==> config.mk <==
export PLATFORM = sky130hd
export DESIGN_NAME = acq_top
export DESIGN_NICKNAME = d
export VERILOG_FILES = /design/src/acq_pkg.sv /design/src/acq_top.sv /design/src/alarm_beep.sv /design/src/fx_reg_bus.sv /design/src/commu_out_fifo.sv /design/src/repkg_engine.sv /design/src/rs485_frame_rx.sv
export SDC_FILE = /design/constraint.sdc
export NUM_CORES = 1
export LEC_CHECK = 0
export ABC_AREA = 1
export BUFFER_PORTS_ARGS = -buffer_cell sky130_fd_sc_hd__buf_2
export CORE_MARGIN = 5
export CORE_UTILIZATION = 38
export CTS_CLUSTER_SIZE = 8
export DETAILED_ROUTE_END_ITERATION = 12
export PLACE_DENSITY = 0.58
export SLEW_MARGIN = 20
export SYNTH_ARGS = -nofsm -noshare
export SYNTH_HDL_FRONTEND = slang
export SYNTH_SLANG_ARGS = --single-unit
==> constraint.sdc <==
create_clock -name clk_sys -period 4 [get_ports clk_sys]
set_input_delay 0.8 -clock clk_sys [delete_from_list [all_inputs] [get_ports clk_sys]]
set_output_delay 0.8 -clock clk_sys [all_outputs]
set_load 0.02 [all_outputs]
==> src/acq_pkg.sv <==
// acquisition path shared definitions: bus, stream and header types, ids, timing
package acq_pkg;

	// serial bit timing
	localparam int BIT_CYCLES = 16;
	localparam int BIT_CNT_W  = $clog2(BIT_CYCLES);

	// frame sync value on the rs485 line
	localparam logic [7:0] SYNC_BYTE = 8'hA5;

	// fx bus module ids, upper address byte
	localparam logic [7:0] MOD_ID_COMMU = 8'h32;
	localparam logic [7:0] MOD_ID_FETCH = 8'h33;
	localparam logic [7:0] MOD_ID_REPKG = 8'h34;

	// output word buffer, power of two so pointers wrap by themselves
	localparam int FIFO_DEPTH = 64;
	localparam int FIFO_AW    = $clog2(FIFO_DEPTH);

	// beep hold, short for simulation
	localparam int BEEP_CYCLES = 2000;
	localparam int BEEP_W      = $clog2(BEEP_CYCLES + 1);

	// host request on the fx bus
	typedef struct packed {
		logic [15:0] waddr;
		logic        wr;
		logic [7:0]  data;
		logic        rd;
		logic [15:0] raddr;
	} fx_req_t;

	// one word of the internal stream
	typedef struct packed {
		logic        vld;
		logic        sof;
		logic        eof;
		logic        bad;
		logic [15:0] data;
	} pkg_beat_t;

	// header word fields
	typedef struct packed {
		logic [5:0] mod_id;
		logic [9:0] len;
	} repk_hdr_t;

	// header word, seen as raw data or as fields
	typedef union packed {
		logic [15:0] raw;
		repk_hdr_t   hdr;
	} repk_word_u;

endpackage
==> src/acq_top.sv <==
`timescale 1ns/1ns
// acquisition top: rs485 receiver, re-packager, output FIFO, fx bus and beep
module acq_top import acq_pkg::*; (
	input  logic       clk_sys,
	input  logic       rst_n,
	input  logic       rx_line,
	input  fx_req_t    fx_req,
	output logic [7:0] fx_q,
	output logic       arm_int_n,
	output logic       beep
);

	pkg_beat_t rx_beat;
	pkg_beat_t rp_beat;
	logic err_pulse;
	logic ovf_pulse;
	logic [7:0] err_count;
	logic [7:0] frames;
	logic [15:0] head;
	logic ovf;
	logic pop;
	logic ovf_clr;
	logic enable;

	rs485_frame_rx u_rx (
		.clk_sys   (clk_sys),
		.rst_n     (rst_n),
		.rx_line   (rx_line),
		.beat      (rx_beat),
		.err_pulse (err_pulse),
		.err_count (err_count)
	);

	repkg_engine u_repkg (
		.clk_sys  (clk_sys),
		.rst_n    (rst_n),
		.in_beat  (rx_beat),
		.enable   (enable),
		.out_beat (rp_beat)
	);

	commu_out_fifo u_fifo (
		.clk_sys   (clk_sys),
		.rst_n     (rst_n),
		.in_beat   (rp_beat),
		.pop       (pop),
		.head      (head),
		.frames    (frames),
		.ovf       (ovf),
		.ovf_clr   (ovf_clr),
		.ovf_pulse (ovf_pulse),
		.arm_int_n (arm_int_n)
	);

	fx_reg_bus u_regs (
		.clk_sys   (clk_sys),
		.rst_n     (rst_n),
		.req       (fx_req),
		.fx_q      (fx_q),
		.head      (head),
		.frames    (frames),
		.ovf       (ovf),
		.err_count (err_count),
		.pop       (pop),
		.ovf_clr   (ovf_clr),
		.enable    (enable)
	);

	// bad frame or lost word
	alarm_beep u_beep (
		.clk_sys (clk_sys),
		.rst_n   (rst_n),
		.trig    (err_pulse | ovf_pulse),
		.beep    (beep)
	);

endmodule

==> src/alarm_beep.sv <==
`timescale 1ns/1ns
// beep timer, holds beep high for a fixed time after the last trigger
module alarm_beep import acq_pkg::*; (
	input  logic clk_sys,
	input  logic rst_n,
	input  logic trig,
	output logic beep
);

	logic [BEEP_W-1:0] cnt;

	// every trigger restarts the full hold
	always_ff @(posedge clk_sys or negedge rst_n) begin
		if (!rst_n)
			cnt <= '0;
		else if (trig)
			cnt <= BEEP_W'(BEEP_CYCLES);
		else if (cnt != '0)
			cnt <= cnt - 1'b1;
	end

	assign beep = (cnt != '0);

endmodule

==> src/fx_reg_bus.sv <==
`timescale 1ns/1ns
// fx bus register decode: control register, read data steering and strobes
module fx_reg_bus import acq_pkg::*; (
	input  logic        clk_sys,
	input  logic        rst_n,
	input  fx_req_t     req,
	output logic [7:0]  fx_q,
	input  logic [15:0] head,
	input  logic [7:0]  frames,
	input  logic        ovf,
	input  logic [7:0]  err_count,
	output logic        pop,
	output logic        ovf_clr,
	output logic        enable
);

	logic [7:0] rd_byte;

	// reading the head high byte consumes the word
	assign pop     = req.rd && (req.raddr == {MOD_ID_COMMU, 8'h01});
	assign ovf_clr = req.wr && (req.waddr == {MOD_ID_COMMU, 8'h03}) && req.data[0];

	always_ff @(posedge clk_sys or negedge rst_n) begin
		if (!rst_n)
			enable <= 1'b1;
		else if (req.wr && req.waddr == {MOD_ID_REPKG, 8'h00})
			enable <= req.data[0];
	end

	// select by module id, then by offset
	always_comb begin
		rd_byte = 8'h00;
		case (req.raddr[15:8])
			MOD_ID_COMMU: begin
				case (req.raddr[7:0])
					8'h00: rd_byte = head[7:0];
					8'h01: rd_byte = head[15:8];
					8'h02: rd_byte = frames;
					8'h03: rd_byte = {7'd0, ovf};
					default: rd_byte = 8'h00;
				endcase
			end
			MOD_ID_FETCH: begin
				if (req.raddr[7:0] == 8'h00)
					rd_byte = err_count;
			end
			MOD_ID_REPKG: begin
				if (req.raddr[7:0] == 8'h00)
					rd_byte = {7'd0, enable};
			end
			default: rd_byte = 8'h00;
		endcase
	end

	// read data shows up the cycle after rd and holds
	always_ff @(posedge clk_sys or negedge rst_n) begin
		if (!rst_n)
			fx_q <= 8'h00;
		else if (req.rd)
			fx_q <= rd_byte;
	end

endmodule

==> src/commu_out_fifo.sv <==
`timescale 1ns/1ns
// output word FIFO with frame counting, host interrupt and overflow flag
module commu_out_fifo import acq_pkg::*; (
	input  logic        clk_sys,
	input  logic        rst_n,
	input  pkg_beat_t   in_beat,
	input  logic        pop,
	output logic [15:0] head,
	output logic [7:0]  frames,
	output logic        ovf,
	input  logic        ovf_clr,
	output logic        ovf_pulse,
	output logic        arm_int_n
);

	logic [15:0] mem_data [FIFO_DEPTH];
	logic mem_eof [FIFO_DEPTH];
	logic [FIFO_AW-1:0] wr_ptr;
	logic [FIFO_AW-1:0] rd_ptr;
	logic [FIFO_AW:0] count;
	logic full;
	logic empty;
	logic push_ok;
	logic pop_ok;
	logic push_eof;
	logic pop_eof;

	assign full     = (count == (FIFO_AW + 1)'(FIFO_DEPTH));
	assign empty    = (count == '0);
	assign push_ok  = in_beat.vld && !full;
	assign pop_ok   = pop && !empty;
	assign push_eof = push_ok && in_beat.eof;
	assign pop_eof  = pop_ok && mem_eof[rd_ptr];

	// head reads zero when nothing is stored
	assign head      = empty ? 16'h0000 : mem_data[rd_ptr];
	assign arm_int_n = (frames == 8'h00);

	always_ff @(posedge clk_sys) begin
		if (push_ok) begin
			mem_data[wr_ptr] <= in_beat.data;
			mem_eof[wr_ptr]  <= in_beat.eof;
		end
	end

	always_ff @(posedge clk_sys or negedge rst_n) begin
		if (!rst_n) begin
			wr_ptr <= '0;
			rd_ptr <= '0;
			count  <= '0;
		end else begin
			if (push_ok)
				wr_ptr <= wr_ptr + 1'b1;
			if (pop_ok)
				rd_ptr <= rd_ptr + 1'b1;
			if (push_ok && !pop_ok)
				count <= count + 1'b1;
			else if (pop_ok && !push_ok)
				count <= count - 1'b1;
		end
	end

	// complete frames, one per stored trailer
	always_ff @(posedge clk_sys or negedge rst_n) begin
		if (!rst_n) begin
			frames <= 8'd0;
		end else if (push_eof && !pop_eof) begin
			frames <= frames + 8'd1;
		end else if (pop_eof && !push_eof) begin
			frames <= frames - 8'd1;
		end
	end

	// sticky overflow, a new overflow wins over the clear
	always_ff @(posedge clk_sys or negedge rst_n) begin
		if (!rst_n) begin
			ovf       <= 1'b0;
			ovf_pulse <= 1'b0;
		end else begin
			ovf_pulse <= in_beat.vld && full;
			if (in_beat.vld && full)
				ovf <= 1'b1;
			else if (ovf_clr)
				ovf <= 1'b0;
		end
	end

	a_no_pop_empty: assert property (@(posedge clk_sys) disable iff (!rst_n)
		pop |-> !empty)
		else $error("host popped an empty FIFO");

endmodule

==> src/repkg_engine.sv <==
`timescale 1ns/1ns
// re-packager: prepends the header word, sums the payload, appends the trailer
module repkg_engine import acq_pkg::*; (
	input  logic      clk_sys,
	input  logic      rst_n,
	input  pkg_beat_t in_beat,
	input  logic      enable,
	output pkg_beat_t out_beat
);

	logic in_frame;
	logic drop;
	logic [14:0] sum;
	logic [9:0] word_cnt;
	logic [9:0] exp_len;
	logic payload_in;
	logic trl_bad;
	repk_word_u hdr_w;

	assign payload_in = in_beat.vld && !in_beat.sof && !in_beat.eof;

	// header from the length byte, half of it in words
	always_comb begin
		hdr_w.hdr.mod_id = MOD_ID_REPKG[5:0];
		hdr_w.hdr.len    = {2'b00, in_beat.data[8:1]};
	end

	// words that really came in must match the header count
	assign trl_bad = in_beat.bad || (word_cnt != exp_len);

	always_ff @(posedge clk_sys or negedge rst_n) begin
		if (!rst_n) begin
			in_frame <= 1'b0;
			drop     <= 1'b0;
			sum      <= 15'd0;
			word_cnt <= 10'd0;
			exp_len  <= 10'd0;
			out_beat <= '0;
		end else begin
			out_beat <= '0;
			if (in_beat.vld && in_beat.sof) begin
				in_frame <= 1'b1;
				// enable only counts at the frame start
				drop     <= !enable;
				sum      <= 15'd0;
				word_cnt <= 10'd0;
				exp_len  <= hdr_w.hdr.len;
				if (enable) begin
					out_beat.vld  <= 1'b1;
					out_beat.sof  <= 1'b1;
					out_beat.data <= hdr_w.raw;
				end
			end else if (payload_in) begin
				sum      <= sum + in_beat.data[14:0];
				word_cnt <= word_cnt + 10'd1;
				if (!drop) begin
					out_beat.vld  <= 1'b1;
					out_beat.data <= in_beat.data;
				end
			end else if (in_beat.vld && in_beat.eof) begin
				in_frame <= 1'b0;
				if (!drop) begin
					out_beat.vld  <= 1'b1;
					out_beat.eof  <= 1'b1;
					out_beat.bad  <= trl_bad;
					out_beat.data <= {trl_bad, sum};
				end
			end
		end
	end

	a_beat_in_frame: assert property (@(posedge clk_sys) disable iff (!rst_n)
		in_beat.vld && !in_beat.sof |-> in_frame)
		else $error("payload or eof beat outside a frame");

endmodule

==> src/rs485_frame_rx.sv <==
`timescale 1ns/1ns
// rs485 frame receiver: 8N1 sampling, frame parsing, xor check and error count
module rs485_frame_rx import acq_pkg::*; (
	input  logic       clk_sys,
	input  logic       rst_n,
	input  logic       rx_line,
	output pkg_beat_t  beat,
	output logic       err_pulse,
	output logic [7:0] err_count
);

	typedef enum logic [1:0] {U_IDLE, U_START, U_DATA, U_STOP} uart_st_t;
	typedef enum logic [1:0] {F_HUNT, F_LEN, F_PAY, F_CHK} frame_st_t;

	logic rx_s1;
	logic rx_s2;
	uart_st_t ust;
	logic [BIT_CNT_W-1:0] tick;
	logic [2:0] bit_idx;
	logic [7:0] shreg;
	logic tick_mid;
	logic tick_end;
	logic byte_ok;
	logic stop_bad;

	frame_st_t fst;
	logic [7:0] len_left;
	logic [7:0] xor_acc;
	logic [7:0] lo_byte;
	logic hi_phase;
	logic len_bad;
	logic chk_bad;

	// line idles high
	always_ff @(posedge clk_sys or negedge rst_n) begin
		if (!rst_n) begin
			rx_s1 <= 1'b1;
			rx_s2 <= 1'b1;
		end else begin
			rx_s1 <= rx_line;
			rx_s2 <= rx_s1;
		end
	end

	assign tick_mid = (tick == BIT_CNT_W'(BIT_CYCLES / 2 - 1));
	assign tick_end = (tick == BIT_CNT_W'(BIT_CYCLES - 1));
	assign byte_ok  = (ust == U_STOP) && tick_end && rx_s2;
	assign stop_bad = (ust == U_STOP) && tick_end && !rx_s2;

	// bit timing, start checked at mid-bit then one full bit per sample
	always_ff @(posedge clk_sys or negedge rst_n) begin
		if (!rst_n) begin
			ust     <= U_IDLE;
			tick    <= '0;
			bit_idx <= 3'd0;
		end else begin
			case (ust)
				U_IDLE: begin
					tick <= '0;
					if (!rx_s2)
						ust <= U_START;
				end
				U_START: begin
					if (tick_mid) begin
						tick    <= '0;
						bit_idx <= 3'd0;
						// high at mid-bit is a glitch
						ust     <= rx_s2 ? U_IDLE : U_DATA;
					end else begin
						tick <= tick + 1'b1;
					end
				end
				U_DATA: begin
					if (tick_end) begin
						tick    <= '0;
						bit_idx <= bit_idx + 1'b1;
						if (bit_idx == 3'd7)
							ust <= U_STOP;
					end else begin
						tick <= tick + 1'b1;
					end
				end
				default: begin
					if (tick_end) begin
						tick <= '0;
						ust  <= U_IDLE;
					end else begin
						tick <= tick + 1'b1;
					end
				end
			endcase
		end
	end

	// lsb first
	always_ff @(posedge clk_sys) begin
		if (ust == U_DATA && tick_end)
			shreg <= {rx_s2, shreg[7:1]};
	end

	// low byte of a word waits here for its high byte
	always_ff @(posedge clk_sys) begin
		if (byte_ok && fst == F_PAY && !hi_phase)
			lo_byte <= shreg;
	end

	// xor covers the length byte and the payload
	assign chk_bad = (xor_acc != shreg) || len_bad;

	always_ff @(posedge clk_sys or negedge rst_n) begin
		if (!rst_n) begin
			fst       <= F_HUNT;
			len_left  <= 8'd0;
			xor_acc   <= 8'd0;
			hi_phase  <= 1'b0;
			len_bad   <= 1'b0;
			beat      <= '0;
			err_pulse <= 1'b0;
			err_count <= 8'd0;
		end else begin
			beat      <= '0;
			err_pulse <= 1'b0;
			if (stop_bad) begin
				fst <= F_HUNT;
			end else if (byte_ok) begin
				case (fst)
					F_HUNT: begin
						if (shreg == SYNC_BYTE)
							fst <= F_LEN;
					end
					F_LEN: begin
						beat.vld  <= 1'b1;
						beat.sof  <= 1'b1;
						beat.data <= {8'h00, shreg};
						len_left  <= shreg;
						xor_acc   <= shreg;
						hi_phase  <= 1'b0;
						len_bad   <= (shreg == 8'h00) || shreg[0];
						fst       <= (shreg == 8'h00) ? F_CHK : F_PAY;
					end
					F_PAY: begin
						xor_acc  <= xor_acc ^ shreg;
						len_left <= len_left - 8'd1;
						hi_phase <= !hi_phase;
						if (hi_phase) begin
							beat.vld  <= 1'b1;
							beat.data <= {shreg, lo_byte};
						end
						// a trailing odd byte never forms a word
						if (len_left == 8'd1)
							fst <= F_CHK;
					end
					default: begin
						beat.vld  <= 1'b1;
						beat.eof  <= 1'b1;
						beat.bad  <= chk_bad;
						err_pulse <= chk_bad;
						if (chk_bad && err_count != 8'hFF)
							err_count <= err_count + 8'd1;
						fst <= F_HUNT;
					end
				endcase
			end
		end
	end

	a_sof_eof_excl: assert property (@(posedge clk_sys) disable iff (!rst_n)
		beat.vld |-> !(beat.sof && beat.eof))
		else $error("rx beat with sof and eof together");

endmodule

==> results.py <==
metrics = {
    "run_status": {
        "status": "finished clean",
    },
    "route": {
        "routed_wl_mm": 147,
        "vias": 37000,
        "dr.first_iter.drc_count": 3630,
        "ant_nets": 0,
        "post_drt_wl_per_cell_um": 20.1,
        "dr.pass1.iters": 6,
        "vias_per_cell": 5.07,
        "drc": 0,
    },
    "sta": {
        "finalSetupTns_ns": 0,
        "final_hold_viol_count": 0,
        "finalCriticalPeriod_ns": 3.77,
        "setup_viol": 0,
        "slew_headroom_pct": 26.5,
        "worstMarginPinSlew_ns": 1.10,
        "rsz0062_at_grt": "no",
        "fmax_mhz": 265,
        "slew_violations": 0,
        "min_period_over_period_pct": 94.2,
        "clock_skew_ns": 0.0529,
    },
    "setup_path": {
        "reg2reg_depth": 22,
        "crit_buf_inv": 3,
        "cpMostUsedCell": "nand2_1",
        "r2r_start": "u_fifo.rd_ptr[0]",
        "critPathLaunchType": "flip-flop",
        "critPathArrivalTime_ns": 4.49,
        "cp_slowest_cell": "dfrtp_4",
        "worst-path-max-fanout": 6,
        "crit_path_end_kind": "flip-flop",
        "crit_type": "reg -> reg",
        "required_ns": 4.72,
        "reg2reg_to": "u_fifo.frames[6]",
        "r2r_slack_ns": 0.23,
        "crit_chain": "buf_2 > o21ai_0 > o22ai_1 > o211ai_1 > nand4_1 > o21ai_2 > a21oi_1 > nand2_1 > ha_1 > inv_1 > buf_4 > ha_1 > nand2_1 > nand2_1 > a31oi_1 > or2_2 > nand2_1 > a21oi_1 > nand2_1 > nand2_1 > nor2_1 > a21oi_1",
        "critPathTopFamily": "compound AO/OA/AOI/OAI gates",
        "critical-path-max-stage-delay_ns": 0.57,
    },
    "job": {
        "drv_cap": 0,
    },
    "placement": {
        "dp_hpwl_mm": 87.3,
        "placed_cell_area_um2": 57300,
        "portBuffers": 47,
        "routabilityCongestion": 0.920,
    },
    "synthesis": {
        "async_flop_share_pct": 12.7,
        "synth-compound-area-share_pct": 4.27,
        "synth-seq-area-share_pct": 68.0,
        "muxShareOfSynthArea_pct": 0,
        "synth_top_family_by_area": "simple AND/OR/NAND/NOR gates",
        "synth_ff_type": "edfxtp_1",
        "avgSynthCellArea_um2": 10.6,
        "syn_area_um2": 54700,
        "syn_nets": 5274,
        "ys_ff_latch": 1264,
        "synth_xor_area_share_pct": 0.641,
        "synthTopCellsByCount": "nand2_1, edfxtp_1, nand3_1, inv_1, nor2_1",
        "synth_top_area_share_pct": 60.6,
        "synth-simple-area-share_pct": 19.9,
        "synth_fa_ha_area_share_pct": 1.19,
        "synth_area_leaders": "edfxtp_1, nand2_1, dfrtp_1",
        "synth_edf_count": 1104,
        "synth_warnings": 0,
        "yosys.area.top_type": "edfxtp_1",
        "yosys.cell_types.count": 48,
        "yosysMostFrequentCell": "nand2_1",
        "syn_inst": 5179,
    },
    "power_and_ir_drop": {
        "peakVddDrop_uv": 369,
        "cellPowerDensity_nw_per_um2": 456,
        "cellLeakagePower_nw": 24.6,
    },
    "worst_hold_path": {
        "hp-start": "rx_line",
        "holdPathStages": 1,
        "holdPathEnd": "u_rx.rx_s1",
        "hp-class": "in -> reg",
    },
    "clock_tree": {
        "path_clk_slew_ns": 0.05,
        "cts_buffer_depth": 3,
        "cts_root_buf": "clkbuf_16",
        "clock_latency_ns": 0.82,
        "cts_tree": "done",
        "cts_max_level": 4,
        "clock_sinks": 1264,
        "cts_buffers": 176,
    },
    "global_route": {
        "antenna_found_initial": 2,
        "track_usage_pct": 19.1,
        "grt_pass1_wl_mm": 221,
        "grt_pass1_vias": 35200,
        "grt_max_degree": 87,
        "grt_overflow": 0,
    },
    "die": {
        "row_count": 139,
        "io-pin-count": 55,
        "dieHeight_um": 389,
        "fp.coreArea_um2": 143000,
        "initial_core_util_pct": 38.1,
        "die_area_um2": 152000,
        "die_width_um": 389,
    },
    "finish": {
        "nNetsFinal": 5418,
        "area_delta_synth_final_pct": 14.1,
        "drive_above_1_share_pct": 8.32,
        "final_area_um2": 62300,
    },
}
logic make-up (layout without fill, tap and decap cells):
kind of cell / count (synthesis) / after routing
adder cells (fa/ha/maj): 50 / 50
buffers and inverters: 773 / 988
XOR/XNOR: 40 / 40
AO/OA/AOI/OAI: 402 / 402
flip-flops: 1264 / 1264
other: 0 / 1
AND/OR/NAND/NOR: 2650 / 2650
where the power goes:
group          switching, mW  leakage, nW  internal, mW
clock network           5.58         2.39          8.04
registers             0.0397         9.84          14.2
logic                  0.363         12.4         0.193
total                   5.98         24.6          22.5
flip-flops by register name, indices dropped and copies added (netlist names), 4 cells and up:
signal / flops
u_fifo.mem_data: 1024
u_fifo.mem_eof: 64
u_rx.beat: 20
u_repkg.out_beat: 18
u_repkg.sum: 15
u_beep.cnt: 11
u_repkg.word_cnt: 10
u_fifo.frames: 8
u_regs.fx_q: 8
u_repkg.exp_len: 8
u_rx.err_count: 8
u_rx.len_left: 8
u_rx.lo_byte: 8
u_rx.shreg: 8
u_rx.xor_acc: 8
u_fifo.count: 7
u_fifo.rd_ptr: 6
u_fifo.wr_ptr: 6
u_rx.tick: 4
worst max path at each step:
| stage | from | end | slack [ns] | depth (start not counted) |
|---|---|---|---|---|
| 2_1_floorplan | fx_req[15] | u_fifo.frames[7] | 0.33 | 24 |
| 3_3_place_gp | fx_req[15] | u_fifo.frames[7] | 0.02 | 25 |
| 3_5_place_dp | fx_req[15] | u_fifo.frames[7] | 0.04 | 25 |
| 4_1_cts | u_fifo.rd_ptr[0] | u_fifo.frames[7] | 0.19 | 22 |
| 5_1_grt | u_fifo.rd_ptr[0] | u_fifo.frames[6] | 0.01 | 22 |
| 6_report | u_fifo.rd_ptr[0] | u_fifo.frames[6] | 0.23 | 22 |
stage by stage:
stage	std cells	util, %	power (mW)	setup WS (ns)	hold WS [ns]
4_1_cts	7296	43.5	28.7	0.186	0.0298
6_report	7298	43.5	28.5	0.232	0.0908
3_5_place_dp	7046	40.0	15.1	0.0360	0.350
2_1_floorplan	5179	-	14.9	0.330	0.345
5_1_grt	7297	43.5	29.4	0.0146	0.0454
3_3_place_gp	7046	40.0	15.1	0.0200	0.346
area by class of cell:
type / instances / area, µm²
clock buffer: 232 / 4640
timing repair buffer: 215 / 1540
clock inverter: 17 / 343
inverter: 524 / 1990
antenna: 1 / 2.50
tap: 1903 / 2380
sequential: 1264 / 37200
fill: 13400 / 81000
multi-input combinational: 3142 / 14300
placed cells by master (no fill, tap or decap), types with 10 or more instances in the layout:
cell type | netlist | final
xor2_1 | 33 | 33
buf_2 | 84 | 47
edfxtp_1 | 1104 | 1104
dfrtp_2 | 0 | 17
nand4_1 | 20 | 20
o21ai_0 | 162 | 161
inv_1 | 513 | 512
o22ai_1 | 28 | 28
clkbuf_16 | 0 | 177
nor2_1 | 381 | 376
nand2_1 | 1596 | 1596
clkbuf_1 | 89 | 55
nand3_1 | 581 | 581
dfrtp_1 | 157 | 137
a21oi_1 | 103 | 102
nor3_1 | 22 | 22
ha_1 | 47 | 47
clkinv_1 | 9 | 10
o211ai_1 | 57 | 57
buf_4 | 17 | 163
and3_1 | 23 | 23
repair_timing:
action / in CTS / in global routing
setup endpoints to repair: 0 / 2
endpoints found under the hold margin: 11 / 0
buffers inserted: 0 / 1
hold buffers: 1 / 0
gates resized for setup: 0 / 3
per-layer routing:
layer	share of wire [%]	vias to the layer above	track usage (%)
li1	-	17600	-
met1	43	18000	26.6
met4	3.9	0	7.50
met2	46	1108	29.9
met3	6.6	253	3.35
met5	0	-	0
(Power assumes the default switching activity.)
